--- src/pipe_stage.sv ---
`timescale 1ns/100ps

// single register slice, full throughput when downstream is ready
module pipe_stage #(
	parameter type payload_t = logic [31:0]
) (
	input  logic     clock,
	input  logic     reset,

	input  logic     in_valid,
	input  payload_t in_data,
	output logic     in_ready,

	output logic     out_valid,
	output payload_t out_data,
	input  logic     out_ready
);
	logic accept;

	// free slot, or the held item leaves this cycle
	assign in_ready = !out_valid || out_ready;
	assign accept   = in_valid && in_ready;

	always_ff @(posedge clock) begin
		if (reset) begin
			out_valid <= 1'b0;
		end else if (in_ready) begin
			out_valid <= in_valid;  // refill or drain
		end
	end

	// payload only moves on a transfer in
	always_ff @(posedge clock) begin
		if (accept) begin
			out_data <= in_data;
		end
	end

endmodule

--- config.mk ---
export PLATFORM = sky130hd
export DESIGN_NAME = pipe_stage
export DESIGN_NICKNAME = d
export VERILOG_FILES = /design/src/pipe_stage.sv
export SDC_FILE = /design/constraint.sdc
export NUM_CORES = 1
export LEC_CHECK = 0
export CAP_MARGIN = 5
export CELL_PAD_IN_SITES_DETAIL_PLACEMENT = 0
export CELL_PAD_IN_SITES_GLOBAL_PLACEMENT = 2
export CORE_ASPECT_RATIO = 0.7
export CORE_MARGIN = 5
export CORE_UTILIZATION = 38
export DETAILED_ROUTE_END_ITERATION = 10
export DONT_BUFFER_PORTS = 1
export GPL_ROUTABILITY_DRIVEN = 0
export HOLD_SLACK_MARGIN = 0.15
export PLACE_DENSITY_LB_ADDON = 0.08
export REMOVE_ABC_BUFFERS = 1
export SLEW_MARGIN = 20
export SYNTH_ARGS = -nofsm -noshare
export SYNTH_HDL_FRONTEND = slang
export SYNTH_SLANG_ARGS = --single-unit
--- constraint.sdc ---
create_clock -name clock -period 1.1 [get_ports clock]
set_input_delay 0.275 -clock clock [delete_from_list [all_inputs] [get_ports clock]]
set_output_delay 0.275 -clock clock [all_outputs]
set_load 0.05 [all_outputs]
=== Word level (Yosys, flattened, before mapping) ===
Cells that the tools add are included.

* Reduce and logical (&&, ||, !) cells: 3

{| class="wikitable"
|+ Operators by type and width
! kind !! number
|-
| 1-bit logical AND || 1
|-
| 1-bit zero test || 1
|-
| 1-bit logical OR || 1
|}

* Output and inout bits: 34
* Input bits: 36
* Bits in registers: 33
* Word-level logic and storage cells: 5

=== Logic depth before layout (Yosys ltp) ===
* Word-level depth: 3
* Depth in mapped cells: 2
* Gate-level depth less buffers: 2

=== Worst setup path after synthesis ===
Ideal clock, no wire load.

* Kind: register to register
* Start: reg out_valid
* End: reg out_data[0] in the netlist's numbering, enable pin
* Slack: -0.379 ns
* Clock period less this slack: 1.479 ns
* Library setup time: 0.279 ns
* Data arrival time: 1.200 ns
* Path buffers: 0
* Data required time: 0.821 ns
* Stages on the path, launching flop included: 3
* Cell sequence: dfxtp_1 > nand2b_4 > and2_4

* Longest elaborated chain between the ends: 3

{| class="wikitable"
|+ RTL lines
! item !! RTL line !! source
|-
| start: declaration || 14 || <nowiki>output logic out_valid,</nowiki>
|-
| start signal: assignment || 28 || <nowiki>out_valid <= in_valid;</nowiki>
|-
| 1-bit zero test || 21 || <nowiki>assign in_ready = !out_valid || out_ready;</nowiki>
|-
| 1-bit logical OR || 21 ||
|-
| named net in_ready || 12 || <nowiki>output logic in_ready,</nowiki>
|-
| 1-bit logical AND || 22 || <nowiki>assign accept = in_valid && in_ready;</nowiki>
|-
| named net accept || 18 || <nowiki>logic accept;</nowiki>
|-
| end signal: assignment || 35 || <nowiki>out_data <= in_data;</nowiki>
|-
| end: declaration || 15 || <nowiki>output payload_t out_data,</nowiki>
|}

The timed path passes the listed nets, and every way through them passes these cells.
A chain may end at the register's enable or synchronous reset.

=== Final worst setup path ===
* Start: reg out_valid
* End: out in_ready

* Longest elaborated chain between the ends: 2

{| class="wikitable"
|+ RTL lines
! item !! RTL line
|-
| 1-bit zero test || 21
|-
| 1-bit logical OR || 21
|-
| end: declaration || 12
|}

Every way passes these cells.

==> summary.log <==
INFO  critical_path  setup.worst_path.end=in_ready
INFO  grt            groute.usage.overall=13.4%
INFO  floorplanning  die_area=0.00382mm²
INFO  sta            max-slew-margin-rel=74.6%
INFO  drt            drt-initial-drc-count=12
INFO  pwr            power.total=2.85mW
INFO  sta            postLayoutSetupSlackWorst=-0.0595ns
INFO  drt            drtPass1Iterations=3
INFO  final_layout   drive_above_1_share=38.9%
INFO  status         violations=negative setup slack
INFO  critical_path  timing.critical_path.fanout_max=3
INFO  floorplanning  ios=70
INFO  logic_synthesis syn-instance-count=37
INFO  critical_path  worst_setup_path_startpoint=out_valid$_SDFFE_PP0P_
INFO  worst_hold_path hold_path_class=in -> reg
INFO  drt            antenna_left=0
INFO  critical_path  terminus_of_the_critical_flop_to_flop_path=out_data[21]$_DFFE_PP_
INFO  pwr            power.leakage=0.724nW
INFO  placed_design  place.port_buffers=0
INFO  logic_synthesis synth_largest_area_cell=sky130_fd_sc_hd__edfxtp_1
INFO  logic_synthesis asyncSetResetFlopFracSynth=0%
INFO  drt            route.vias.total=630
INFO  sta            timing_max_transition_violations_final=0
INFO  sta            timing.setup.tns=-0.764ns
INFO  placed_design  dpl.cell_count=105
INFO  floorplanning  die-width=71.8µm
INFO  placed_design  placed_cell_area=0.00131mm²
INFO  sta            final_period_demand_of_the_worst_path=1.16ns
INFO  floorplanning  std_cell_rows=15
INFO  final_layout   design_area=0.00186mm²
INFO  cts            root_buffer=sky130_fd_sc_hd__clkbuf_8
INFO  sta            grt_setup_unrepaired=true
INFO  sta            layout_worst_path_cycle_share=105%
INFO  critical_path  worstPathRequired=0.82ns
INFO  critical_path  regToRegStartpoint=out_valid$_SDFFE_PP0P_
INFO  status         status=finished with violations
INFO  cts            clk_transition_reported_paths=0.06ns
INFO  logic_synthesis synth.yosys.seq_area_share=96.6%
INFO  critical_path  path_class=reg -> out
INFO  pwr            power.density_cell_area=1530mW/mm²
INFO  sta            maxClockFrequency=0.862GHz
INFO  logic_synthesis avgSynthCellArea=27.5µm²
INFO  logic_synthesis synth_warnings=0
INFO  floorplanning  initial_utilization=40.4%
INFO  logic_synthesis synth.most_common_cell=sky130_fd_sc_hd__edfxtp_1
INFO  cts            cts_made_buffers=5
INFO  floorplanning  core_area=0.00251mm²
INFO  critical_path  worst-endpoint-arrival=0.88ns
INFO  cts            clock_tree_from_tritoncts=yes
INFO  logic_synthesis post_synth_main_area_contributors=sky130_fd_sc_hd__edfxtp_1 (95%), sky130_fd_sc_hd__dfxtp_1 (2.0%), sky130_fd_sc_hd__nand2b_4 (1.4%)
INFO  critical_path  worst_r2r_path_depth=2
INFO  logic_synthesis synth.cell_area=0.00102mm²
INFO  sta            worst_clock_skew=0.00475ns
INFO  cts            cts.sink_count=33
INFO  grt            antenna_found_initial=0
INFO  sta            worst-slew-pin-transition=0.381ns
INFO  sta            finalHoldViolations=0
INFO  final_layout   layoutNonFillerInstCount=147
INFO  floorplanning  die-height=53.3µm
INFO  drt            wl_per_cell=16.6µm
INFO  logic_synthesis synthFlopType=sky130_fd_sc_hd__edfxtp_1
INFO  logic_synthesis yosys.area.top_type_share=94.6%
INFO  drt            detail_route.drc_violations=0
INFO  cts            post-cts-setup-buffers=0
INFO  logic_synthesis ys_types=6
INFO  final_layout   diodes=0
INFO  grt            global_route_wire_length_before_repair=3530µm
INFO  final_layout   flow.area_growth_from_synthesis=83.0%
INFO  logic_synthesis number_of_synthesized_flops_with_an_enable_pin=32
INFO  sta            fin_worst_hold_slack=0.390ns
INFO  grt            gr-total-overflow=0
INFO  drt            detail_route.vias_per_cell=4.29
INFO  pwr            power.ir.vdd_worst=1.08mV
INFO  final_layout   net_total_in_the_final_layout=149
INFO  cts            cts_max_path_buffers=2
INFO  cts            cts_max_level=2
INFO  grt            grt_max_degree=33
INFO  critical_path  startpoint_type=register
INFO  grt            number_of_global_route_vias_before_repair=703
INFO  run            max_cap_violations=0
INFO  sta            setup_viol=27
INFO  critical_path  element_type_at_the_critical_path_end=output port
INFO  logic_synthesis synth.ff_latch_count=33
INFO  drt            detail_route.wirelength=2450µm
INFO  critical_path  r2r_slack=-0.04ns
INFO  cts            worst_skew_pair.late_latency=0.26ns
[area by class of cell]
class                      instances  area (µm²)
sequential                        33         982
timing repair buffer              68         716
fill                             146         656
clock buffer                       6        72.6
tap                               34        42.5
multi-input combinational          4        38.8
clock inverter                     1        3.75
inverter                           1        3.75
[stage by stage]
step | util, % | setup slack [ns]
after global routing | 73.9 | -0.100
after floorplan | - | -0.379
after global placement | 52.2 | -0.0141
after detailed placement | 52.2 | -0.0684
final | 73.9 | -0.0595
after CTS | 73.2 | -0.0599
[flip-flops by register name, summed over array words and instances (netlist names)]
signal	flops
out_data	32
out_valid	1
[cells in the final DEF, fill, tap and decap left out]
| cell | instances |
|---|---|
| sky130_fd_sc_hd__buf_4 | 2 |
| sky130_fd_sc_hd__dfxtp_2 | 1 |
| sky130_fd_sc_hd__buf_6 | 32 |
| sky130_fd_sc_hd__and2_2 | 1 |
| sky130_fd_sc_hd__clkinv_1 | 1 |
| sky130_fd_sc_hd__and2_4 | 1 |
| sky130_fd_sc_hd__clkbuf_8 | 5 |
| sky130_fd_sc_hd__a21oi_2 | 1 |
| sky130_fd_sc_hd__dlygate4sd3_1 | 34 |
| sky130_fd_sc_hd__inv_1 | 1 |
| sky130_fd_sc_hd__clkbuf_1 | 1 |
| sky130_fd_sc_hd__nand2b_4 | 1 |
| sky130_fd_sc_hd__edfxtp_1 | 32 |
[critical path, stage by stage (launching register included)]
cell                       delay (ns)
sky130_fd_sc_hd__dfxtp_2         0.34
sky130_fd_sc_hd__nand2b_4        0.07
sky130_fd_sc_hd__buf_4           0.21
[metal layers]
metal,share of wire (%),up-vias,wire length (µm),GRT usage (%)
met2,59,38,1440,27.1
li1,-,296,-,-
met3,7.6,2,187,4.36
met4,1.1,0,28,7.50
met1,32,294,790,11.6
met5,0,-,0,0
[cells by family after synthesis]
group / after synthesis / synth area share [%]
AOI/OAI and AO/OA: 1 / 0.862
buffers and inverters: 1 / 0.369
DFF: 33 / 96.6
and+or+nand+nor: 2 / 2.22
[report_power, final]
group	switching, mW	total (mW)	internal, mW
Combinational	0.330	0.547	0.218
Sequential	0.0367	1.51	1.47
Clock	0.367	0.793	0.425
Total	0.734	2.85	2.11
[how the worst min path moves through the flow]
stage          slack (ns)  cells after the start  startpoint                     end
6_report             0.39                      1    in_valid  out_data[24]$_DFFE_PP_
3_5_place_dp         0.34                      1       reset  out_valid$_SDFFE_PP0P_
5_1_grt              0.38                      1    in_valid  out_data[19]$_DFFE_PP_
4_1_cts              0.40                      3   out_ready  out_valid$_SDFFE_PP0P_
2_1_floorplan        0.34                      1       reset  out_valid$_SDFFE_PP0P_
3_3_place_gp         0.34                      1       reset  out_valid$_SDFFE_PP0P_
[repair_timing]
item                                   4_1_cts  5_1_grt
gates resized for setup                     30        3
setup endpoints to repair                   63       66
endpoints found under the hold margin       33        0
pin swaps                                    1        1
hold buffers                                34        0
cloned                                       0        1
No activity file was read; power rests on OpenSTA's default activity.
