## config.mk

```make
export PLATFORM = sky130hd
export DESIGN_NAME = operand_select
export DESIGN_NICKNAME = d
export VERILOG_FILES = /design/src/exu_pkg.sv /design/src/operand_select.sv
export SDC_FILE = /design/constraint.sdc
export NUM_CORES = 1
export LEC_CHECK = 0
export BUFFER_PORTS_ARGS = -buffer_cell sky130_fd_sc_hd__buf_2
export CAP_MARGIN = 5
export CORE_ASPECT_RATIO = 1.75
export CORE_MARGIN = 10
export CORE_UTILIZATION = 40
export DETAILED_ROUTE_END_ITERATION = 10
export PLACE_DENSITY = 0.9
export SETUP_SLACK_MARGIN = 0.5
export SLEW_MARGIN = 20
export SYNTH_ARGS = -nofsm -noshare
export SYNTH_HDL_FRONTEND = slang
export SYNTH_SLANG_ARGS = --single-unit
export TNS_END_PERCENT = 10
```

## constraint.sdc

```tcl
create_clock -name vclk -period 2
set_clock_uncertainty 0.05 [all_clocks]
set_input_delay 0.1 -clock vclk [all_inputs]
set_output_delay 0.1 -clock vclk [all_outputs]
set_load 0.01 [all_outputs]
```

## src/exu_pkg.sv

```systemverilog
package exu_pkg;

	// datapath width, fixed by the RV32 encoding
	parameter int xlen = 32;

	// reorder buffer tag width
	parameter int tag_w = 6;

	// ALU operation codes
	typedef enum logic [3:0] {
		alu_add    = 4'd0,
		alu_sub    = 4'd1,
		alu_and    = 4'd2,
		alu_or     = 4'd3,
		alu_xor    = 4'd4,
		alu_slt    = 4'd5,
		alu_sltu   = 4'd6,
		alu_sll    = 4'd7,
		alu_srl    = 4'd8,
		alu_sra    = 4'd9,
		alu_mul    = 4'd10,
		alu_mulh   = 4'd11,  // signed x signed, high word
		alu_mulhsu = 4'd12,  // signed x unsigned, high word
		alu_mulhu  = 4'd13   // unsigned x unsigned, high word
	} alu_func_t;

	// operand A source
	typedef enum logic [1:0] {
		opa_rs1  = 2'd0,
		opa_pc   = 2'd1,
		opa_npc  = 2'd2,  // pc + 4, link address
		opa_zero = 2'd3
	} opa_sel_t;

	// operand B source, codes 6 and 7 unused
	typedef enum logic [2:0] {
		opb_rs2   = 3'd0,
		opb_i_imm = 3'd1,
		opb_s_imm = 3'd2,
		opb_b_imm = 3'd3,
		opb_u_imm = 3'd4,
		opb_j_imm = 3'd5
	} opb_sel_t;

	// instruction as issued by the reservation station
	typedef struct packed {
		logic [xlen-1:0]  pc;
		logic [xlen-1:0]  inst;
		logic [xlen-1:0]  rs1_value;
		logic [xlen-1:0]  rs2_value;
		opa_sel_t         opa_sel;
		opb_sel_t         opb_sel;
		alu_func_t        alu_func;
		logic             cond_branch;
		logic             uncond_branch;
		logic [tag_w-1:0] tag;
	} issue_t;

	// result headed for the common data bus
	typedef struct packed {
		logic [xlen-1:0]  alu_result;   // also the branch target
		logic             take_branch;
		logic [xlen-1:0]  rs2_value;    // store data
		logic [tag_w-1:0] tag;
	} result_t;

endpackage

```

## src/operand_select.sv

```systemverilog
`timescale 1ns/100ps

module operand_select (
	input  logic [exu_pkg::xlen-1:0] pc,
	input  logic [exu_pkg::xlen-1:0] inst,
	input  logic [exu_pkg::xlen-1:0] rs1_value,
	input  logic [exu_pkg::xlen-1:0] rs2_value,
	input  exu_pkg::opa_sel_t        opa_sel,
	input  exu_pkg::opb_sel_t        opb_sel,
	output logic [exu_pkg::xlen-1:0] opa,
	output logic [exu_pkg::xlen-1:0] opb
);
	// seen on opb only for a bad select code
	localparam logic [exu_pkg::xlen-1:0] opb_marker = 32'hfacefeed;

	logic [exu_pkg::xlen-1:0] npc;
	logic [exu_pkg::xlen-1:0] i_imm;
	logic [exu_pkg::xlen-1:0] s_imm;
	logic [exu_pkg::xlen-1:0] b_imm;
	logic [exu_pkg::xlen-1:0] u_imm;
	logic [exu_pkg::xlen-1:0] j_imm;

	assign npc = pc + 32'd4;

	// RV32 immediates sign extended from inst[31]
	assign i_imm = {{20{inst[31]}}, inst[31:20]};
	assign s_imm = {{20{inst[31]}}, inst[31:25], inst[11:7]};
	assign b_imm = {{19{inst[31]}}, inst[31], inst[7], inst[30:25], inst[11:8], 1'b0};
	assign u_imm = {inst[31:12], 12'b0};
	assign j_imm = {{11{inst[31]}}, inst[31], inst[19:12], inst[20], inst[30:21], 1'b0};

	always_comb begin
		case (opa_sel)
			exu_pkg::opa_rs1: opa = rs1_value;
			exu_pkg::opa_pc:  opa = pc;
			exu_pkg::opa_npc: opa = npc;
			default:          opa = '0;  // opa_zero, lui
		endcase
	end

	always_comb begin
		opb = opb_marker;
		case (opb_sel)
			exu_pkg::opb_rs2:   opb = rs2_value;
			exu_pkg::opb_i_imm: opb = i_imm;
			exu_pkg::opb_s_imm: opb = s_imm;
			exu_pkg::opb_b_imm: opb = b_imm;
			exu_pkg::opb_u_imm: opb = u_imm;
			exu_pkg::opb_j_imm: opb = j_imm;
			default:            opb = opb_marker;
		endcase
	end

endmodule

```

# After elaboration in Yosys (flattened, before gate mapping)
# Index checks and enable logic that the tools add are counted.
[word_totals]
ramBits = 0
output_inout_bits = 64
reg_bits = 0
n_memories = 0
latch_bits = 0
mem_bits_ro = 0
elab_cells = 12
[classes]
order_cmp = 0
reduce_logical = 2
n_shift = 0
addsub = 1
bitwise_logic = 0
eq_ne = 7
div_mod_pow = 0
n_mul = 0
n_mux = 2
[ops]
columns = ["op", "n"]
rows = [
  ["$pmux W32 S6", 1],
  ["$pmux W32 S3", 1],
  ["$add A32 B3 Y32 const B", 1],
  ["$eq A3 B2 Y1 const B", 2],
  ["$eq A3 B3 Y1 const B", 2],
  ["$eq A3 B1 Y1 const B", 1],
  ["$logic_not A3 Y1", 1],
  ["$eq A2 B1 Y1 const B", 1],
  ["$eq A2 B2 Y1 const B", 1],
  ["$logic_not A2 Y1", 1],
]

# Logic depth before layout (Yosys ltp)
# Gate-level depths: netlist of the first run.
[depth]
ltp_word = 2
depth_mapped = 6

# Worst setup path after synthesis of the first run
# OpenSTA, ideal clock, no wires.
[synth_timing]
path_kind = "input port to output port"
start = "input pc[2] (netlist name)"
end = "output opa[26] (netlist name)"
cell_stages = 6
slack_ps = 531
t_arrival_ps = 1319
n_path_buf = 0
path_cell_list = "ha_1 nand3_1 nor2_2 and2_1 a32oi_1 o21ai_0"
[synth_between]
elab_chain_len = 2
[synth_rtl]
columns = ["element", "line", "rtl"]
rows = [
  ["start: declaration", "operand_select.sv:4", "input logic [exu_pkg::xlen-1:0] pc,"],
  ["$add A32 B3 Y32", "operand_select.sv:23", "assign npc = pc + 32'd4;"],
  ["$pmux W32 S3", "operand_select.sv:33", "case (opa_sel)"],
  ["end: declaration", "operand_select.sv:10", "output logic [exu_pkg::xlen-1:0] opa,"],
]
# Every way passes these cells.

# Worst setup path after layout of the first run
[layout_timing]
start = "input pc[9] (netlist name)"
end = "output opa[26] (netlist name)"
# The elaborated chain is that of the path after synthesis.

==> results of run 1 <==
[layer usage]
layer	wire, um	global-route usage (%)	part of all wire, %	vias to the layer above
li1	-	-	-	1664
met1	3665	24.29	32	1597
met2	5338	42.98	47	294
met3	1946	13.61	17	47
met4	450	8.150	3.9	6
met5	41	0	0.36	-
[cell type report]
type,instances,share of cell area (%)
Inverter,8,1.075
Antenna cell,3,0.2389
Tap cell,51,2.031
Multi-Input combinational cell,298,59.26
Timing Repair Buffer,215,37.40
[cell families after synthesis]
group           after synthesis  synth area share [%]
simple gates                122                 34.20
fa+ha+maj                     1                0.6692
compound gates              158                 49.47
mux                          11                 5.890
xor+xnor                      6                 2.811
buf+inv                      32                 6.961
[final timing paths]
path / slack [ps] / endpoint / cells past startpoint / from
worst max-delay path: 460 / opa[26] / 8 / pc[9]
worst min-delay path: 440 / opa[2] / 3 / rs1_value[2]
[layout by cell type, fill, tap and decap left out, drive strengths merged, types with 2 or more instances in the layout]
cell	instances
o21ai	64
nor3	13
a31oi	9
a221oi	2
clkbuf	2
a311oi	2
nand4	6
nand2	31
buf	213
xor2	5
a21oi	33
nor2	31
inv	6
mux2i	11
nor4	7
diode	3
nand2b	3
and3	3
nand3	18
and2	7
a22oi	19
nor2b	2
o22ai	19
a32oi	7
[per-stage QoR]
step,power [mW],worst slack [ps],instance area (um2),hold WS [ps],instances
6_report,0.7229,461.4,3142,440.6,575
5_1_grt,0.7863,374.3,3139,458.5,574
4_1_cts,0.6964,442.2,3052,445.8,568
3_5_place_dp,0.6760,250.9,2924,443.4,564
3_3_place_gp,0.6622,285.1,2924,441.1,564
2_1_floorplan,0.3320,530.7,1869,268.9,330
[repair_timing]
action	in CTS	in global routing
buffers inserted	4	4
endpoints found under the setup margin	33	39
resized for setup	20	11
endpoints found under the hold margin	0	0
pin swaps	6	3
hold buffers	0	0
[power groups by stage]
| stage | sequential [mW] | combinational [mW] | clock, mW |
|---|---|---|---|
| after detailed placement | 0 | 0.676 | 0 |
| after CTS | 0 | 0.696 | 0 |
| after floorplan | 0 | 0.332 | 0 |
| after global routing | 0 | 0.786 | 0.000000134 |
| after global placement | 0 | 0.662 | 0 |
| final | 0 | 0.723 | 0.000000201 |
[critical path, cell delays in order]
cell and delay [ps]:
sky130_fd_sc_hd__clkbuf_4 160, sky130_fd_sc_hd__nand3_4 150, sky130_fd_sc_hd__nor3_4 240, sky130_fd_sc_hd__buf_4 180, sky130_fd_sc_hd__a31oi_1 80, sky130_fd_sc_hd__o21ai_0 200
sky130_fd_sc_hd__o21ai_0 120, sky130_fd_sc_hd__buf_2 160
==> metrics list, run 1 <==
- In this run the tightest slew margin relative to its limit is 67.88%.
- Clock buffer count: 0
- Largest fanout on the critical path: 7
* Post-detailed-route wirelength per cell: 19.90 um
- For this design the static power due to leakage is 1.517 nW.
- Cells with a size suffix above 1 make up roughly 45% of the layout.
- Switching power total: between 0.4 and 0.5 mW
- Final period util: approximately three quarters
- Number of fillers in the final layout: 384
- First-pass detailed-route iteration total: 5
* Top cell type's share of synthesized area: 14.46%
- Cells fill 70.06% of the core in the end.
- CP Class: input pin to primary output
* Placeable core region: about 4500 um2
- Sequential cells placed in the final layout were counted as 0.
- Number of DRC markers in iteration 0: 254
- Avg Synthesized Cell Area: 5.665 um2
- The tool flagged a number of max-cap violations equal to 0.
* Final max-slew violation count: 0
* Sequential area share after synthesis: 0%
- Per report_power, the sequential group accounts for 0% of the total.
* Maximum VDD drop: about 0.00022 V
- In the post-synthesis netlist, the biggest area contributors are sky130_fd_sc_hd__o21ai_0, sky130_fd_sc_hd__a21oi_1, sky130_fd_sc_hd__a22oi_1.
- Effective utilization at floorplan: between 40% and 50%
- Upper clock frequency limit: 649.9 MHz
- The die is 110.4 um tall.
- For this design the top-level I/O count stands at 197.
- Post-layout min period: approximately 1500 ps
- The final layout contains roughly 660 nets.
* Cell row count: 32
- The first global-routing pass estimated roughly 17000 um of wire.
- The commonest cells after synthesis are sky130_fd_sc_hd__o21ai_0, sky130_fd_sc_hd__a21oi_1, sky130_fd_sc_hd__nand2_1.
- Once detail routing completed, the nets flagged for antenna violations numbered 0.
- Kind of capture point of the worst setup path: primary output
- For the final routed database, the setup TNS stands at 0 ps.
- Routability Congestion: slightly below 1
* Die area: between 7000 and 8000 um2
* Kind of start point of the critical path: input pin
* Internal Dissipation: 0.3075 mW
- The die is about 72 um wide.
* Number of synthesis warnings: 0
- Cell area after synthesis: between 1500 and 2000 um2
- Cell with the most instances after synthesis: sky130_fd_sc_hd__o21ai_0
- Synthesized Nets: about 460
- Footprint of the multi-input gates: approximately 1900 um2
* DRC Markers: 0
- Post-synthesis cell count: between 300 and 400
- After detailed routing, the total wire length is approximately 11000 um.
- Path type of the worst min-delay path: input pin to primary output
- Final Hold Violating Endpoints: 0
- Global routing used 24.96% of the available tracks across all layers.
* Worst-margin pin slew: slightly below 500 ps
* Switching share of power: a little under three fifths
- Port Buffer Count: 190
- Per report_power, the clock group accounts for 0% of the total.
- Via count of the first global-routing pass: 3439
- HPWL after DPL: 9183 um
- Overflow left after global routing: 0
- Entering global routing, the biggest net connects 27 pins.
- RSZ-0062 raised after global routing: true
- Via count: ~3.6k
* Area of all sequential standard cells: 0 um2
- Yosys top cell by area: sky130_fd_sc_hd__o21ai_0
- After synthesis, the netlist uses 39 different library cells.
- Post-DR vias/cell: around 6.3
- Power per cell area: 230.1 nW/um2
* Final setup fails: 0
- STA puts the critical path data required time at 1850 ps.
* Proportion of power drawn by combinational gates: 100.0%
- Initial antenna violation count: 6
- The area growth from synthesis to layout is 68.07%.
- The run finished with clean final reports.
- Critical path arrival: roughly 1400 ps
No activity file was read; power rests on OpenSTA's default activity.
==> inputs of run 2 (changes only) <==
CORE_UTILIZATION = 34   (was 40)
PLACE_DENSITY = 0.82   (was 0.9)
clock period = 1.3 ns   (was 2 ns; I/O delays follow)
==> metrics list, run 2 (synthesis results as in run 1) <==
* CP Class: input pin to primary output
- Area of all sequential standard cells: 0 um2 (unchanged)
- Floorplan die height: 118.1 um (+6.9%)
- Effective utilization at floorplan: 35.28% (-6.4 points)
- The largest net degree at the start of global routing was 24 (-11%).
* Beginning of the critical path: pc[17]
- Outcome: complete, but fails checks
- The length of the first detailed-routing pass in iterations was 5 (unchanged).
- The total wire length after detailed routing was 13350 um (+17%).
* Post-layout util: 76.43% (+6.4 points)
- Number of nets in the layout: 708 (+7.8%)
- The reported net switching power was 0.7688 mW (+85%).
* RSZ-0062 raised after global routing: true
* Commonest non-fill, non-tap cells in the layout: sky130_fd_sc_hd__buf_2, sky130_fd_sc_hd__buf_4, sky130_fd_sc_hd__o21ai_1
- The total number of placement rows is 35 (+9.4%).
- The total grt overflow came to 0 (unchanged).
- The via total after detailed routing was 3902 (+8.1%).
- The leakage power summed over all cells was 1.919 nW (+27%).
* Initial antenna violation count: 0 (-6)
- The checks that failed: negative setup slack.
- Max-cap viol count: 0 (unchanged)
- Final max-slew violation count: 0 (unchanged)
* Die area: 8981 um2 (+13%)
- Placeable core region: 5299 um2 (+18%)
- Routability Congestion: 0.9353 (-5.6%)
* Die W: 76.05 um (+6.1%)
- Final Hold Violating Endpoints: 0 (unchanged)
- The sum of internal, switching and leakage power was 1.434 mW (+98%).
* HPWL after DPL: 9790 um (+6.6%)
* Top cell by count, worst path: sky130_fd_sc_hd__buf_2
* Critical path buffer and inverter count: 2 (-1)
* Number of DRC markers in iteration 0: 201 (-21%)
* Post-layout min period: between 1500 and 2000 ps
- Number of cells in the design after placement: 632 (+12%)
* GRT Overall Usage: 24.88% (-0.080 points)
- The peak fanout along the critical path came to 6 (-1).
- The combinational cell fraction of total power came to 100.0% (about the same).
- Final period util: 123.1%
* Final setup fails: 23 (+23)
* Wire length of the first global-routing pass: 19420 um (+14%)
- Switching share of power: 53.61% (-3.8 points)
- Power per cell area: 354.1 nW/um2 (+54%)
* Final worst setup slack: -300.0 ps (-761.4 ps)
- Clock Power Share: 0% (unchanged)
- Maximum VDD drop: 0.0002188 V (-0.56%)
* Non-filler cells in the finished layout: 646 (+12%)
* Worst-margin pin slew: 330.3 ps (-149.7 ps)
- Most common library cell in the layout ignoring fill and taps: sky130_fd_sc_hd__buf_2
- The total inserted antenna cells came to 0 (-3).
- DRC Markers: 0 (unchanged)
- Post-DR vias/cell: 6.040 (-3.7%)
- Upper clock frequency limit: between 600 and 700 MHz
* Critical path arrival: 1490 ps (+100 ps)
- The normalized max-slew margin is 77.91% (+10 points).
- Clock buffer count: 0 (unchanged)
- Path type of the worst min-delay path: input pin to primary output
- The average wire per cell in the routed design is 20.66 um (+3.8%).
* Worst stage delay on the critical path: 350 ps (+110 ps)
* Power share of the sequential group: 0% (unchanged)
* Internal Dissipation: 0.6653 mW (+120%)
- The worst setup path is captured at a primary output.
- Relative to the synthesized area, the layout overhead comes to 116.7%.
* Slowest stage cell on the critical path: sky130_fd_sc_hd__nor3_4
- Number of fillers in the final layout: 354 (-7.8%)
- Among cell families on the critical path, the largest total delay comes from simple AND/OR/NAND/NOR gates.
- Port Buffer Count: 190 (unchanged)
- TNS Setup: -3157 ps (-3157 ps)
* Number of primary I/O pins: 197 (unchanged)
- Kind of start point of the critical path: input pin
- Required time reported for the critical path endpoint: 1190 ps (-660 ps)
- In this run the most critical hold path is launched from rs1_value[2].
* Cell chain of the critical path: buf_2 -> nand3_4 -> nor3_4 -> nand4_1 -> xor2_1 -> o22ai_1 -> buf_2
* Via count of the first global-routing pass: 3969 (+15%)
- Sequential cell count: 0 (unchanged)
- The fraction of layout cells with a size suffix above 1 came to 59.44% (+14 points).
- Post-route ant nets: 0 (unchanged)
==> run 2: changes by cell type in the layout (fill, tap and decap cells not counted), moves of 5 or more <==
| cell | delta |
|---|---|
| sky130_fd_sc_hd__buf_8 | +9 |
| sky130_fd_sc_hd__buf_12 | +5 |
| sky130_fd_sc_hd__a21oi_2 | +15 |
| sky130_fd_sc_hd__buf_2 | -15 |
| sky130_fd_sc_hd__nand2_1 | -7 |
| sky130_fd_sc_hd__a21oi_1 | -15 |
| sky130_fd_sc_hd__buf_6 | +17 |
| sky130_fd_sc_hd__o21ai_1 | +32 |
| sky130_fd_sc_hd__o21ai_0 | -35 |
| sky130_fd_sc_hd__buf_4 | +37 |
==> run 2: worst min-delay path, stage by stage <==
cell	delay, ps
sky130_fd_sc_hd__buf_2	80
sky130_fd_sc_hd__o31a_1	100
sky130_fd_sc_hd__buf_2	120
==> run 2: power groups by stage <==
stage | Sequential (mW) | Clock, mW | Combinational (mW)
after global placement | 0 | 0 | 1.16
after global routing | 0 | 0 | 1.53
final | 0 | 0 | 1.43
after CTS | 0 | 0 | 1.34
after detailed placement | 0 | 0 | 1.18
after floorplan | 0 | 0 | 0.537
==> run 2: final timing paths <==
| path | cells after the start | to |
|---|---|---|
| setup / recovery | 7 | opa[28] |
| hold / removal | 3 | opa[2] |
==> run 2: routing by layer <==
metal  global-route usage, %  up-vias  part of all wire (%)
met4                   11.33        0                   5.4
met2                   45.64      308                    49
met3                   6.651       61                    11
met1                   25.16     1766                    34
li1                        -     1767                     -
met5                       0        -                     0
==> run 2: cell type report <==
| type | count | area [um2] | share of cell area (%) |
|---|---|---|---|
| multi-input combinational | 298 | 2113 | 52.18 |
| inverter | 8 | 55.05 | 1.359 |
| tap | 74 | 92.59 | 2.286 |
| timing repair buffer | 266 | 1789 | 44.18 |
==> run 2: per-stage QoR <==
stage | hold WS (ps) | setup slack (ps) | area [um2]
floorplan | 198.9 | 102.5 | 1967
global placement | 377.8 | -206.3 | 3403
detailed placement | 379.7 | -282.1 | 3403
CTS | 384.9 | -217.4 | 3856
global route | 404.1 | -402.5 | 4050
finish | 379.6 | -300.0 | 4050
==> run 2: what timing repair did <==
item | 4_1_cts | 5_1_grt
hold buffers | 0 | 0
gates resized for setup | 130 | 41
setup buffers | 6 | 8
hold endpoints to repair | 0 | 0
pin swaps | 54 | 20
endpoints found under the setup margin | 64 | 64
