<file path="src/exu_pkg.sv">
package exu_pkg;

	// datapath width, fixed by the RV32 encoding
	parameter int xlen = 32;

	// reorder buffer tag width
	parameter int tag_w = 6;

	// ALU operation codes
	typedef enum logic [3:0] {
		alu_add    = 4'd0,
		alu_sub    = 4'd1,
		alu_and    = 4'd2,
		alu_or     = 4'd3,
		alu_xor    = 4'd4,
		alu_slt    = 4'd5,
		alu_sltu   = 4'd6,
		alu_sll    = 4'd7,
		alu_srl    = 4'd8,
		alu_sra    = 4'd9,
		alu_mul    = 4'd10,
		alu_mulh   = 4'd11,  // signed x signed, high word
		alu_mulhsu = 4'd12,  // signed x unsigned, high word
		alu_mulhu  = 4'd13   // unsigned x unsigned, high word
	} alu_func_t;

	// operand A source
	typedef enum logic [1:0] {
		opa_rs1  = 2'd0,
		opa_pc   = 2'd1,
		opa_npc  = 2'd2,  // pc + 4, link address
		opa_zero = 2'd3
	} opa_sel_t;

	// operand B source, codes 6 and 7 unused
	typedef enum logic [2:0] {
		opb_rs2   = 3'd0,
		opb_i_imm = 3'd1,
		opb_s_imm = 3'd2,
		opb_b_imm = 3'd3,
		opb_u_imm = 3'd4,
		opb_j_imm = 3'd5
	} opb_sel_t;

	// instruction as issued by the reservation station
	typedef struct packed {
		logic [xlen-1:0]  pc;
		logic [xlen-1:0]  inst;
		logic [xlen-1:0]  rs1_value;
		logic [xlen-1:0]  rs2_value;
		opa_sel_t         opa_sel;
		opb_sel_t         opb_sel;
		alu_func_t        alu_func;
		logic             cond_branch;
		logic             uncond_branch;
		logic [tag_w-1:0] tag;
	} issue_t;

	// result headed for the common data bus
	typedef struct packed {
		logic [xlen-1:0]  alu_result;   // also the branch target
		logic             take_branch;
		logic [xlen-1:0]  rs2_value;    // store data
		logic [tag_w-1:0] tag;
	} result_t;

endpackage

</file>
<file path="src/branch_unit.sv">
`timescale 1ns/100ps

module branch_unit (
	input  logic [exu_pkg::xlen-1:0] rs1_value,
	input  logic [exu_pkg::xlen-1:0] rs2_value,
	input  logic [2:0]               funct3,
	input  logic                     cond_branch,
	input  logic                     uncond_branch,
	output logic                     take_branch
);
	logic cond_true;
	logic eq;
	logic lt_signed;
	logic lt_unsigned;

	assign eq          = rs1_value == rs2_value;
	assign lt_signed   = $signed(rs1_value) < $signed(rs2_value);
	assign lt_unsigned = rs1_value < rs2_value;

	always_comb begin
		case (funct3)
			3'b000:  cond_true = eq;            // beq
			3'b001:  cond_true = !eq;           // bne
			3'b100:  cond_true = lt_signed;     // blt
			3'b101:  cond_true = !lt_signed;    // bge
			3'b110:  cond_true = lt_unsigned;   // bltu
			3'b111:  cond_true = !lt_unsigned;  // bgeu
			default: cond_true = 1'b0;          // 010, 011 never taken
		endcase
	end

	// jumps always go, branches only on a true condition
	assign take_branch = uncond_branch || (cond_branch && cond_true);

endmodule

</file>
<file path="config.mk">
export PLATFORM = sky130hd
export DESIGN_NAME = branch_unit
export DESIGN_NICKNAME = d
export VERILOG_FILES = /design/src/exu_pkg.sv /design/src/branch_unit.sv
export SDC_FILE = /design/constraint.sdc
export NUM_CORES = 1
export LEC_CHECK = 0
export ABC_AREA = 1
export BUFFER_PORTS_ARGS = -buffer_cell sky130_fd_sc_hd__buf_2
export CORE_MARGIN = 2
export CORE_UTILIZATION = 47
export DETAILED_ROUTE_END_ITERATION = 6
export PLACE_DENSITY = 0.95
export SYNTH_ARGS = -nofsm -noshare
export SYNTH_HDL_FRONTEND = slang
export SYNTH_SLANG_ARGS = --single-unit
</file>
<file path="constraint.sdc">
create_clock -name vclk -period 3.3
set_input_delay 0.165 -clock vclk [all_inputs]
set_output_delay 0.165 -clock vclk [all_outputs]
set_load 0.005 [all_outputs]
</file>
# Yosys cells after proc, flatten, opt, wreduce, memory -nomap -nowiden

Index checks and enable logic that the tools add are counted.

Reductions and logical operators: 6
Eq/ne operators: 6
$lt $le $gt $ge: 2
Multiplexer cells: 1

Operators by type and width:

| operator                                                        | number |
|---|---|
| 32-bit less-than comparator                                     | 2 |
| 32-bit == test                                                  | 1 |
| 3-bit == test, second input constant                            | 4 |
| 1-bit one-hot mux with 6 select lines                           | 1 |
| 3-bit by 1-bit == test with 1-bit output, second input constant | 1 |
| 1-bit zero test                                                 | 3 |
| 3-bit zero test                                                 | 1 |
| 1-bit logical AND                                               | 1 |
| 1-bit logical OR                                                | 1 |

Output and inout bits: 1
Input bits: 69
Bits in registers: 0
Word-level logic and storage cells: 15

# Logic depth before layout (Yosys ltp)

Gate-level depths: netlist of the first run.

Word-level depth: 5
Depth in mapped cells: 19
Gate-level depth less buffers: 19

# Least setup slack after synthesis of the first run

OpenSTA, ideal clock, no wires.

Path type: input -> output
From: input rs2_value[19] in the netlist's numbering
To: output take_branch
Required time: 3135 ps
Arrival: 1409 ps
Cell stages on the path: 13
Slack: 1726 ps
Buffers on the path: 0
Cells stage by stage: inv_1 -> ha_1 -> a21o_1 -> o21ai_1 -> nand2_1 -> a21oi_4 -> nand2_2 -> nand2_1 -> nand2_1 -> nand2_1 -> nand2_1 -> o21bai_1 -> nand2_1

Longest elaborated chain between the ends: 5
Elaborated cells on any way between the ends: 9

RTL lines:

| element                                             | RTL line                                                | text |
|---|---|---|
| start, declared                                     | branch_unit.sv:5                                        | `input logic [exu_pkg::xlen-1:0] rs2_value,` |
| 32-bit less-than comparator (tied with other cells) | branch_unit.sv:18                                       | `assign lt_unsigned = rs1_value < rs2_value;` |
| 1-bit zero test, on equally long branches           | branch_unit.sv:27, branch_unit.sv:23, branch_unit.sv:25 |  |
| 1-bit one-hot mux with 6 select lines (*)           | branch_unit.sv:21                                       | `case (funct3)` |
| 1-bit logical AND (*)                               | branch_unit.sv:33                                       | `assign take_branch = uncond_branch \|\| (cond_branch && cond_true);` |
| 1-bit logical OR (*)                                | branch_unit.sv:33                                       |  |
| end, declared                                       | branch_unit.sv:9                                        | `output logic take_branch` |

Mark *: on every way between the ends. The rest lies on a longest branch, timed or not.

# Final worst setup path of the first run

From: input rs1_value[31] in the netlist's numbering
To: output take_branch

Longest elaborated chain between the ends: 5
Elaborated cells on any way between the ends: 9

RTL lines:

| element                                             | RTL line                                                | text |
|---|---|---|
| start, declared                                     | branch_unit.sv:4                                        | `input logic [exu_pkg::xlen-1:0] rs1_value,` |
| 32-bit less-than comparator (tied with other cells) | branch_unit.sv:18                                       |  |
| 1-bit zero test, on equally long branches           | branch_unit.sv:27, branch_unit.sv:23, branch_unit.sv:25 |  |
| 1-bit one-hot mux with 6 select lines (*)           | branch_unit.sv:21                                       |  |
| 1-bit logical AND (*)                               | branch_unit.sv:33                                       |  |
| 1-bit logical OR (*)                                | branch_unit.sv:33                                       |  |

Marks and branches as above.

==> flow_summary.rst, run 1 <==
.. list-table::
   :header-rows: 1

   * - Metric
     - Value
   * - Worst-Margin Slew
     - 0.163 ns
   * - Commonest cells post-synth
     - sky130_fd_sc_hd__inv_1 (46), sky130_fd_sc_hd__nand2_1 (39), sky130_fd_sc_hd__ha_1 (32)
   * - Hold Vio Cnt, Final
     - 0
   * - Pwr dens
     - 108 nW/µm²
   * - CTS Hold Bufs
     - 0
   * - Cell with the largest stage delay on the worst path
     - sky130_fd_sc_hd__ha_1
   * - Area of the die
     - 2500 µm²
   * - I/O pin count
     - 70
   * - Kind of end point of the critical path
     - output port
   * - Pin count of the biggest net entering global routing
     - 6
   * - Met1 capacity usage during global routing
     - 0.185
   * - Routed length per instance
     - 7.77 µm
   * - Total global routing track utilization
     - 0.162
   * - Average via count per standard cell
     - 4.55
   * - Most common cell in the synthesized netlist
     - sky130_fd_sc_hd__inv_1
   * - Initial antenna violation count
     - 0
   * - Required time of the critical path
     - 3.13 ns
   * - Count of routing violations after the opening detailed-route iteration
     - 14
   * - Initial Utilization
     - 0.503
   * - Final clock period utilization by the worst path
     - 0.562
   * - Mean Syn Cell Area
     - 5.96 µm²
   * - Row count
     - 16
   * - Leading post-synthesis cells by cell area
     - sky130_fd_sc_hd__ha_1 (40%), sky130_fd_sc_hd__inv_1 (17%), sky130_fd_sc_hd__nand2_1 (15%), sky130_fd_sc_hd__a21oi_1 (7.0%), sky130_fd_sc_hd__nor2_1 (3.8%)
   * - Worst Hold Path Cells
     - 4
   * - Count of unresolved DRC violations after routing
     - 0
   * - Clock tree buffer count of the final layout
     - 0
   * - Leftover overflow at the end of global routing
     - 0
   * - Met3 Resource Use GR
     - 0.00909
   * - Layout cell share with drive strength beyond 1
     - 0.329
   * - Leak
     - 0.000962 µW
   * - Unrepaired setup endpoints after global routing
     - no
   * - Slew Viols, Final
     - 0
   * - Number of flip-flops and latches
     - 0
   * - Biggest area consumer among synthesized cells
     - sky130_fd_sc_hd__ha_1
   * - Max transition margin
     - 0.890
   * - Core occupancy in the finished layout
     - 0.696
   * - Number of library cell types mapped by synthesis
     - 19
   * - Global-route wire length before repair
     - 3450 µm
   * - Number of setup violations in the final report
     - 0
   * - Class of the most critical hold timing path
     - in2out
   * - Ordered list of cells on the worst path
     - buf_2, ha_1, a21oi_1, o21a_2, nand2_1, a21oi_4, nand2_2, nand2_1, nand2_1, nand2_1, nand2_1, o21bai_1, nand2_1, buf_2
   * - Worst endpoint data arrival time
     - 1.69 ns
   * - Critical Path Most Common Cell
     - sky130_fd_sc_hd__nand2_1
   * - Seq/Total Area, Yosys
     - 0
   * - Filler Cells Inserted
     - 192
   * - Yosys synthesis warning count
     - 0
   * - Nets
     - 340
   * - Power after layout
     - 148 µW
   * - Min Clock Period, post-route
     - 1.85 ns
   * - Busiest layer in global routing
     - met2
   * - Number of setup buffers added after CTS
     - 0
   * - Core region area
     - 1980 µm²
   * - Pre-Repair DR Iteration Count
     - 4
   * - Worst-path maximum fanout
     - 4
   * - Met2 track demand over resource
     - 0.338
   * - # port buffers
     - 70
   * - Nets in the synthesized netlist
     - 268
   * - Maximum capacitance violations
     - 0
   * - Worst vdd ir
     - 64.3 µV
   * - Longest individual stage delay on the worst path
     - 0.33 ns
   * - Syn Std Cell Area
     - 996 µm²
   * - Detail Route Antenna Nets
     - 0
   * - Placer's final routability congestion estimate
     - 0.762
   * - Final antenna diode count
     - 0
   * - Worst hold slack across all endpoints
     - 0.578 ns
   * - Result of the run
     - complete, no violations
   * - Cell count after synthesis
     - 167
   * - Share of the synthesized area in the top cell type
     - 0.402
   * - Setup TNS after final layout
     - 0 ns
   * - Half-perimeter wire length after detailed placement
     - 1990 µm
   * - Total wirelength of the detailed-routed design
     - 2050 µm
   * - Vias
     - 1,200
   * - Vertical die dimension
     - 50.0 µm
   * - CTS-repair resized insts
     - 0
   * - Sequential cell area
     - 0 µm²
   * - Max Clock Freq
     - 539 MHz
   * - Startpoint Class
     - input pin
   * - Horizontal die dimension
     - 50.0 µm
   * - Area Growth Syn to Fin
     - 38.6%
   * - Setup Crit Path Kind
     - in2out
   * - Via count of the first global-routing pass
     - 1,023
## cell type report
| type | instances | area [µm²] | area share |
|---|---|---|---|
| multi-input combinational | 120 | 820 | 0.594 |
| timing repair buffer | 70 | 350 | 0.254 |
| inverter | 47 | 176 | 0.128 |
| tap | 27 | 33.8 | 0.0245 |
## layout by cell type, fill, tap and decap left out
cell | netlist | final
sky130_fd_sc_hd__a21o_1 | 2 | 2
sky130_fd_sc_hd__a21oi_1 | 14 | 14
sky130_fd_sc_hd__a21oi_4 | 1 | 1
sky130_fd_sc_hd__buf_2 | 0 | 70
sky130_fd_sc_hd__clkinv_1 | 1 | 1
sky130_fd_sc_hd__ha_1 | 32 | 32
sky130_fd_sc_hd__inv_1 | 46 | 46
sky130_fd_sc_hd__nand2_1 | 39 | 39
sky130_fd_sc_hd__nand2_2 | 3 | 3
sky130_fd_sc_hd__nand3_1 | 6 | 6
sky130_fd_sc_hd__nand4_1 | 2 | 2
sky130_fd_sc_hd__nor2_1 | 10 | 10
sky130_fd_sc_hd__nor2_2 | 2 | 2
sky130_fd_sc_hd__nor2_4 | 1 | 1
sky130_fd_sc_hd__nor3_1 | 1 | 1
sky130_fd_sc_hd__o21a_1 | 1 | 1
sky130_fd_sc_hd__o21a_2 | 1 | 1
sky130_fd_sc_hd__o21ai_0 | 2 | 2
sky130_fd_sc_hd__o21ai_1 | 2 | 2
sky130_fd_sc_hd__o21bai_1 | 1 | 1
## per-stage QoR
stage / cells / cell area (µm²) / setup slack, ns
after floorplan: 167 / 996 / 1.73
after global placement: 264 / 1380 / 1.48
after detailed placement: 264 / 1380 / 1.44
after CTS: 264 / 1380 / 1.43
after global routing: 264 / 1380 / 1.27
final: 264 / 1380 / 1.45
## critical path: cells and delay by family
family	cells	cell delay, ns
AOI/OAI and AO/OA	4	0.56
and+or+nand+nor	7	0.41
adders and majority gates	1	0.33
buffers and inverters	2	0.22
## metal layers
| layer | part of all wire | routed length [µm] | vias to the layer above |
|---|---|---|---|
| met3 | 0.059 | 121 | 0 |
| met1 | 0.43 | 889 | 504 |
| met4 | 0 | 0 | 0 |
| met5 | 0 | 0 | - |
| li1 | - | - | 664 |
| met2 | 0.51 | 1040 | 32 |
## report_power, final
group | switching [µW] | leakage, µW | internal (µW)
Clock | 0 | 0 | 0
Sequential | 0 | 0 | 0
Combinational | 72.2 | 0.000962 | 76.2
Total | 72.2 | 0.000962 | 76.2
## kinds of logic after synthesis
group / after synthesis / synth area share
adders and majority gates: 32 / 0.402
and+or+nand+nor: 64 / 0.275
AOI/OAI and AO/OA: 24 / 0.146
buffers and inverters: 47 / 0.177
## worst paths after layout
path / start / end
worst min-delay path: uncond_branch / take_branch
worst max-delay path: rs1_value[31] / take_branch
Note: power is estimated with default switching activity, not from simulation.
==> run 2: changes to the inputs <==
Settings changed: CORE_UTILIZATION 47 to 40, PLACE_DENSITY 0.95 to 0.86.
Clock period 3.3 ns to 1.65 ns, I/O delays scaled along.
==> run 2 against run 1 <==
Against the previous run: the run now ends with negative setup slack left; via count is 5.8% higher; combinational power grew to 3.1 times the previous value; die area is 16% higher; setup slack worse by 1.5 ns.
==> flow_summary.rst, run 2 (synthesis results as in run 1) <==
.. list-table::
   :header-rows: 1

   * - Metric
     - Value
   * - Result of the run
     - finished, violations left
   * - Failing checks
     - negative setup slack
   * - Required time of the critical path
     - 1.57 ns
   * - Routed length per instance
     - 12.0 µm
   * - Count of routing violations after the opening detailed-route iteration
     - 4
   * - Max transition margin
     - 0.867
   * - Horizontal die dimension
     - 53.9 µm
   * - Vias
     - 1,270
   * - Final critical-path setup slack
     - -0.0298 ns
   * - Area of the die
     - 2910 µm²
   * - Power after layout
     - 466 µW
   * - Vertical die dimension
     - 53.9 µm
   * - Kind of end point of the critical path
     - output port
   * - Sequential cell area
     - 0 µm²
   * - Clock tree buffer count of the final layout
     - 0
   * - Area of combinational cells with multiple inputs
     - 1170 µm²
   * - Startpoint Class
     - input pin
   * - Worst-Margin Slew
     - 0.200 ns
   * - Total wirelength of the detailed-routed design
     - 3220 µm
   * - Average via count per standard cell
     - 4.74
   * - Worst Hold Path Cells
     - 4
   * - CTS Hold Bufs
     - 0
   * - Worst vdd ir
     - 187 µV
   * - Total global routing track utilization
     - 0.221
   * - Class of the most critical hold timing path
     - in2out
   * - Leftover overflow at the end of global routing
     - 0
   * - Setup Crit Path Kind
     - in2out
   * - I/O pin count
     - 70
   * - Count of unresolved DRC violations after routing
     - 0
   * - Max Clock Freq
     - 595 MHz
   * - Pwr dens
     - 258 nW/µm²
   * - Leak
     - 0.000991 µW
   * - Hold Vio Cnt, Final
     - 0
   * - Pre-Repair DR Iteration Count
     - 4
   * - Core region area
     - 2410 µm²
   * - Most frequent standard cell in the layout excluding fill and tap cells
     - sky130_fd_sc_hd__buf_2
   * - Global-route wire length before repair
     - 4830 µm
   * - Slew Viols, Final
     - 0
   * - Core occupancy in the finished layout
     - 0.750
   * - Layout cell share with drive strength beyond 1
     - 0.576
   * - Initial Utilization
     - 0.413
   * - Area Growth Syn to Fin
     - 81.5%
   * - Unrepaired setup endpoints after global routing
     - yes
   * - Placer's final routability congestion estimate
     - 0.697
   * - Number of setup violations in the final report
     - 1
   * - Filler Cells Inserted
     - 182
   * - Cell count after placement
     - 268
   * - Final clock period utilization by the worst path
     - 1.02
   * - Pin count of the biggest net entering global routing
     - 6
   * - Worst hold slack across all endpoints
     - 0.412 ns
   * - Detail Route Antenna Nets
     - 0
   * - Maximum capacitance violations
     - 0
   * - Worst-path maximum fanout
     - 3
   * - Min Clock Period, post-route
     - 1.68 ns
   * - # port buffers
     - 70
   * - Worst setup slack before clock tree synthesis
     - -0.0764 ns
   * - Via count of the first global-routing pass
     - 1,231
   * - Worst endpoint data arrival time
     - 1.60 ns
   * - Post-route insts no fill
     - 268
   * - Half-perimeter wire length after detailed placement
     - 2100 µm
   * - Number of flip-flops and latches
     - 0
   * - Final antenna diode count
     - 0
   * - Nets
     - 341
   * - Top library cells by usage in the layout, fill and taps aside
     - sky130_fd_sc_hd__buf_2 (61), sky130_fd_sc_hd__inv_1 (31), sky130_fd_sc_hd__nand2_1 (31)
   * - Initial antenna violation count
     - 0
   * - Row count
     - 18
[run 2: cell types whose count changed in the layout (fill, tap and decap cells not counted), moves of 8 or more]
| cell | before | now |
|---|---|---|
| sky130_fd_sc_hd__a21oi_1 | 14 | 6 |
| sky130_fd_sc_hd__buf_6 | 0 | 9 |
| sky130_fd_sc_hd__buf_2 | 70 | 61 |
| sky130_fd_sc_hd__inv_1 | 46 | 31 |
| sky130_fd_sc_hd__nand2_1 | 39 | 31 |
| sky130_fd_sc_hd__inv_2 | 0 | 13 |
| sky130_fd_sc_hd__ha_1 | 32 | 11 |
| sky130_fd_sc_hd__ha_4 | 0 | 21 |
[run 2: metal layers]
| layer | GRT usage | up-vias | wire length (µm) |
|---|---|---|---|
| li1 | - | 663 | - |
| met1 | 0.234 | 556 | 1180 |
| met2 | 0.465 | 47 | 1790 |
| met3 | 0.0167 | 4 | 223 |
| met4 | 0.0299 | 0 | 34 |
| met5 | 0 | - | 0 |
[run 2: power breakdown]
group	switching [µW]	internal (µW)
sequential	0	0
combinational	223	243
clock	0	0
total	223	243
[run 2: worst paths after layout]
path	startpoint	to	slack, ns
worst min-delay path	uncond_branch	take_branch	0.41
worst max-delay path	rs2_value[17]	take_branch	-0.03
[run 2: repair_timing]
action,in CTS,in global routing
buffers inserted,0,0
resized for setup,65,10
setup endpoints to repair,1,1
pin swaps,43,17
[run 2: critical path, stage by stage]
cell and delay, ns:
sky130_fd_sc_hd__buf_2 0.10, sky130_fd_sc_hd__inv_2 0.06, sky130_fd_sc_hd__ha_4 0.19, sky130_fd_sc_hd__nand2_1 0.07, sky130_fd_sc_hd__a21oi_1 0.09, sky130_fd_sc_hd__o21ai_2 0.17
sky130_fd_sc_hd__nand2_2 0.10, sky130_fd_sc_hd__a21oi_4 0.16, sky130_fd_sc_hd__nand2_2 0.09, sky130_fd_sc_hd__nand2_2 0.07, sky130_fd_sc_hd__nand2_1 0.05, sky130_fd_sc_hd__nand2_1 0.05
sky130_fd_sc_hd__nand2_1 0.05, sky130_fd_sc_hd__o21bai_1 0.11, sky130_fd_sc_hd__nand2_1 0.05, sky130_fd_sc_hd__buf_2 0.12
[run 2: cell type report]
cell class	instances	area share
multi-input combinational	120	0.650
timing repair buffer	71	0.229
inverter	47	0.100
tap	30	0.0208
[run 2: through the flow]
stage,area [µm²],TNS (ns)
2_1_floorplan,996,0
3_3_place_gp,1390,-0.00977
3_5_place_dp,1390,-0.0764
4_1_cts,1760,-0.00119
5_1_grt,1810,-0.185
6_report,1810,-0.0298
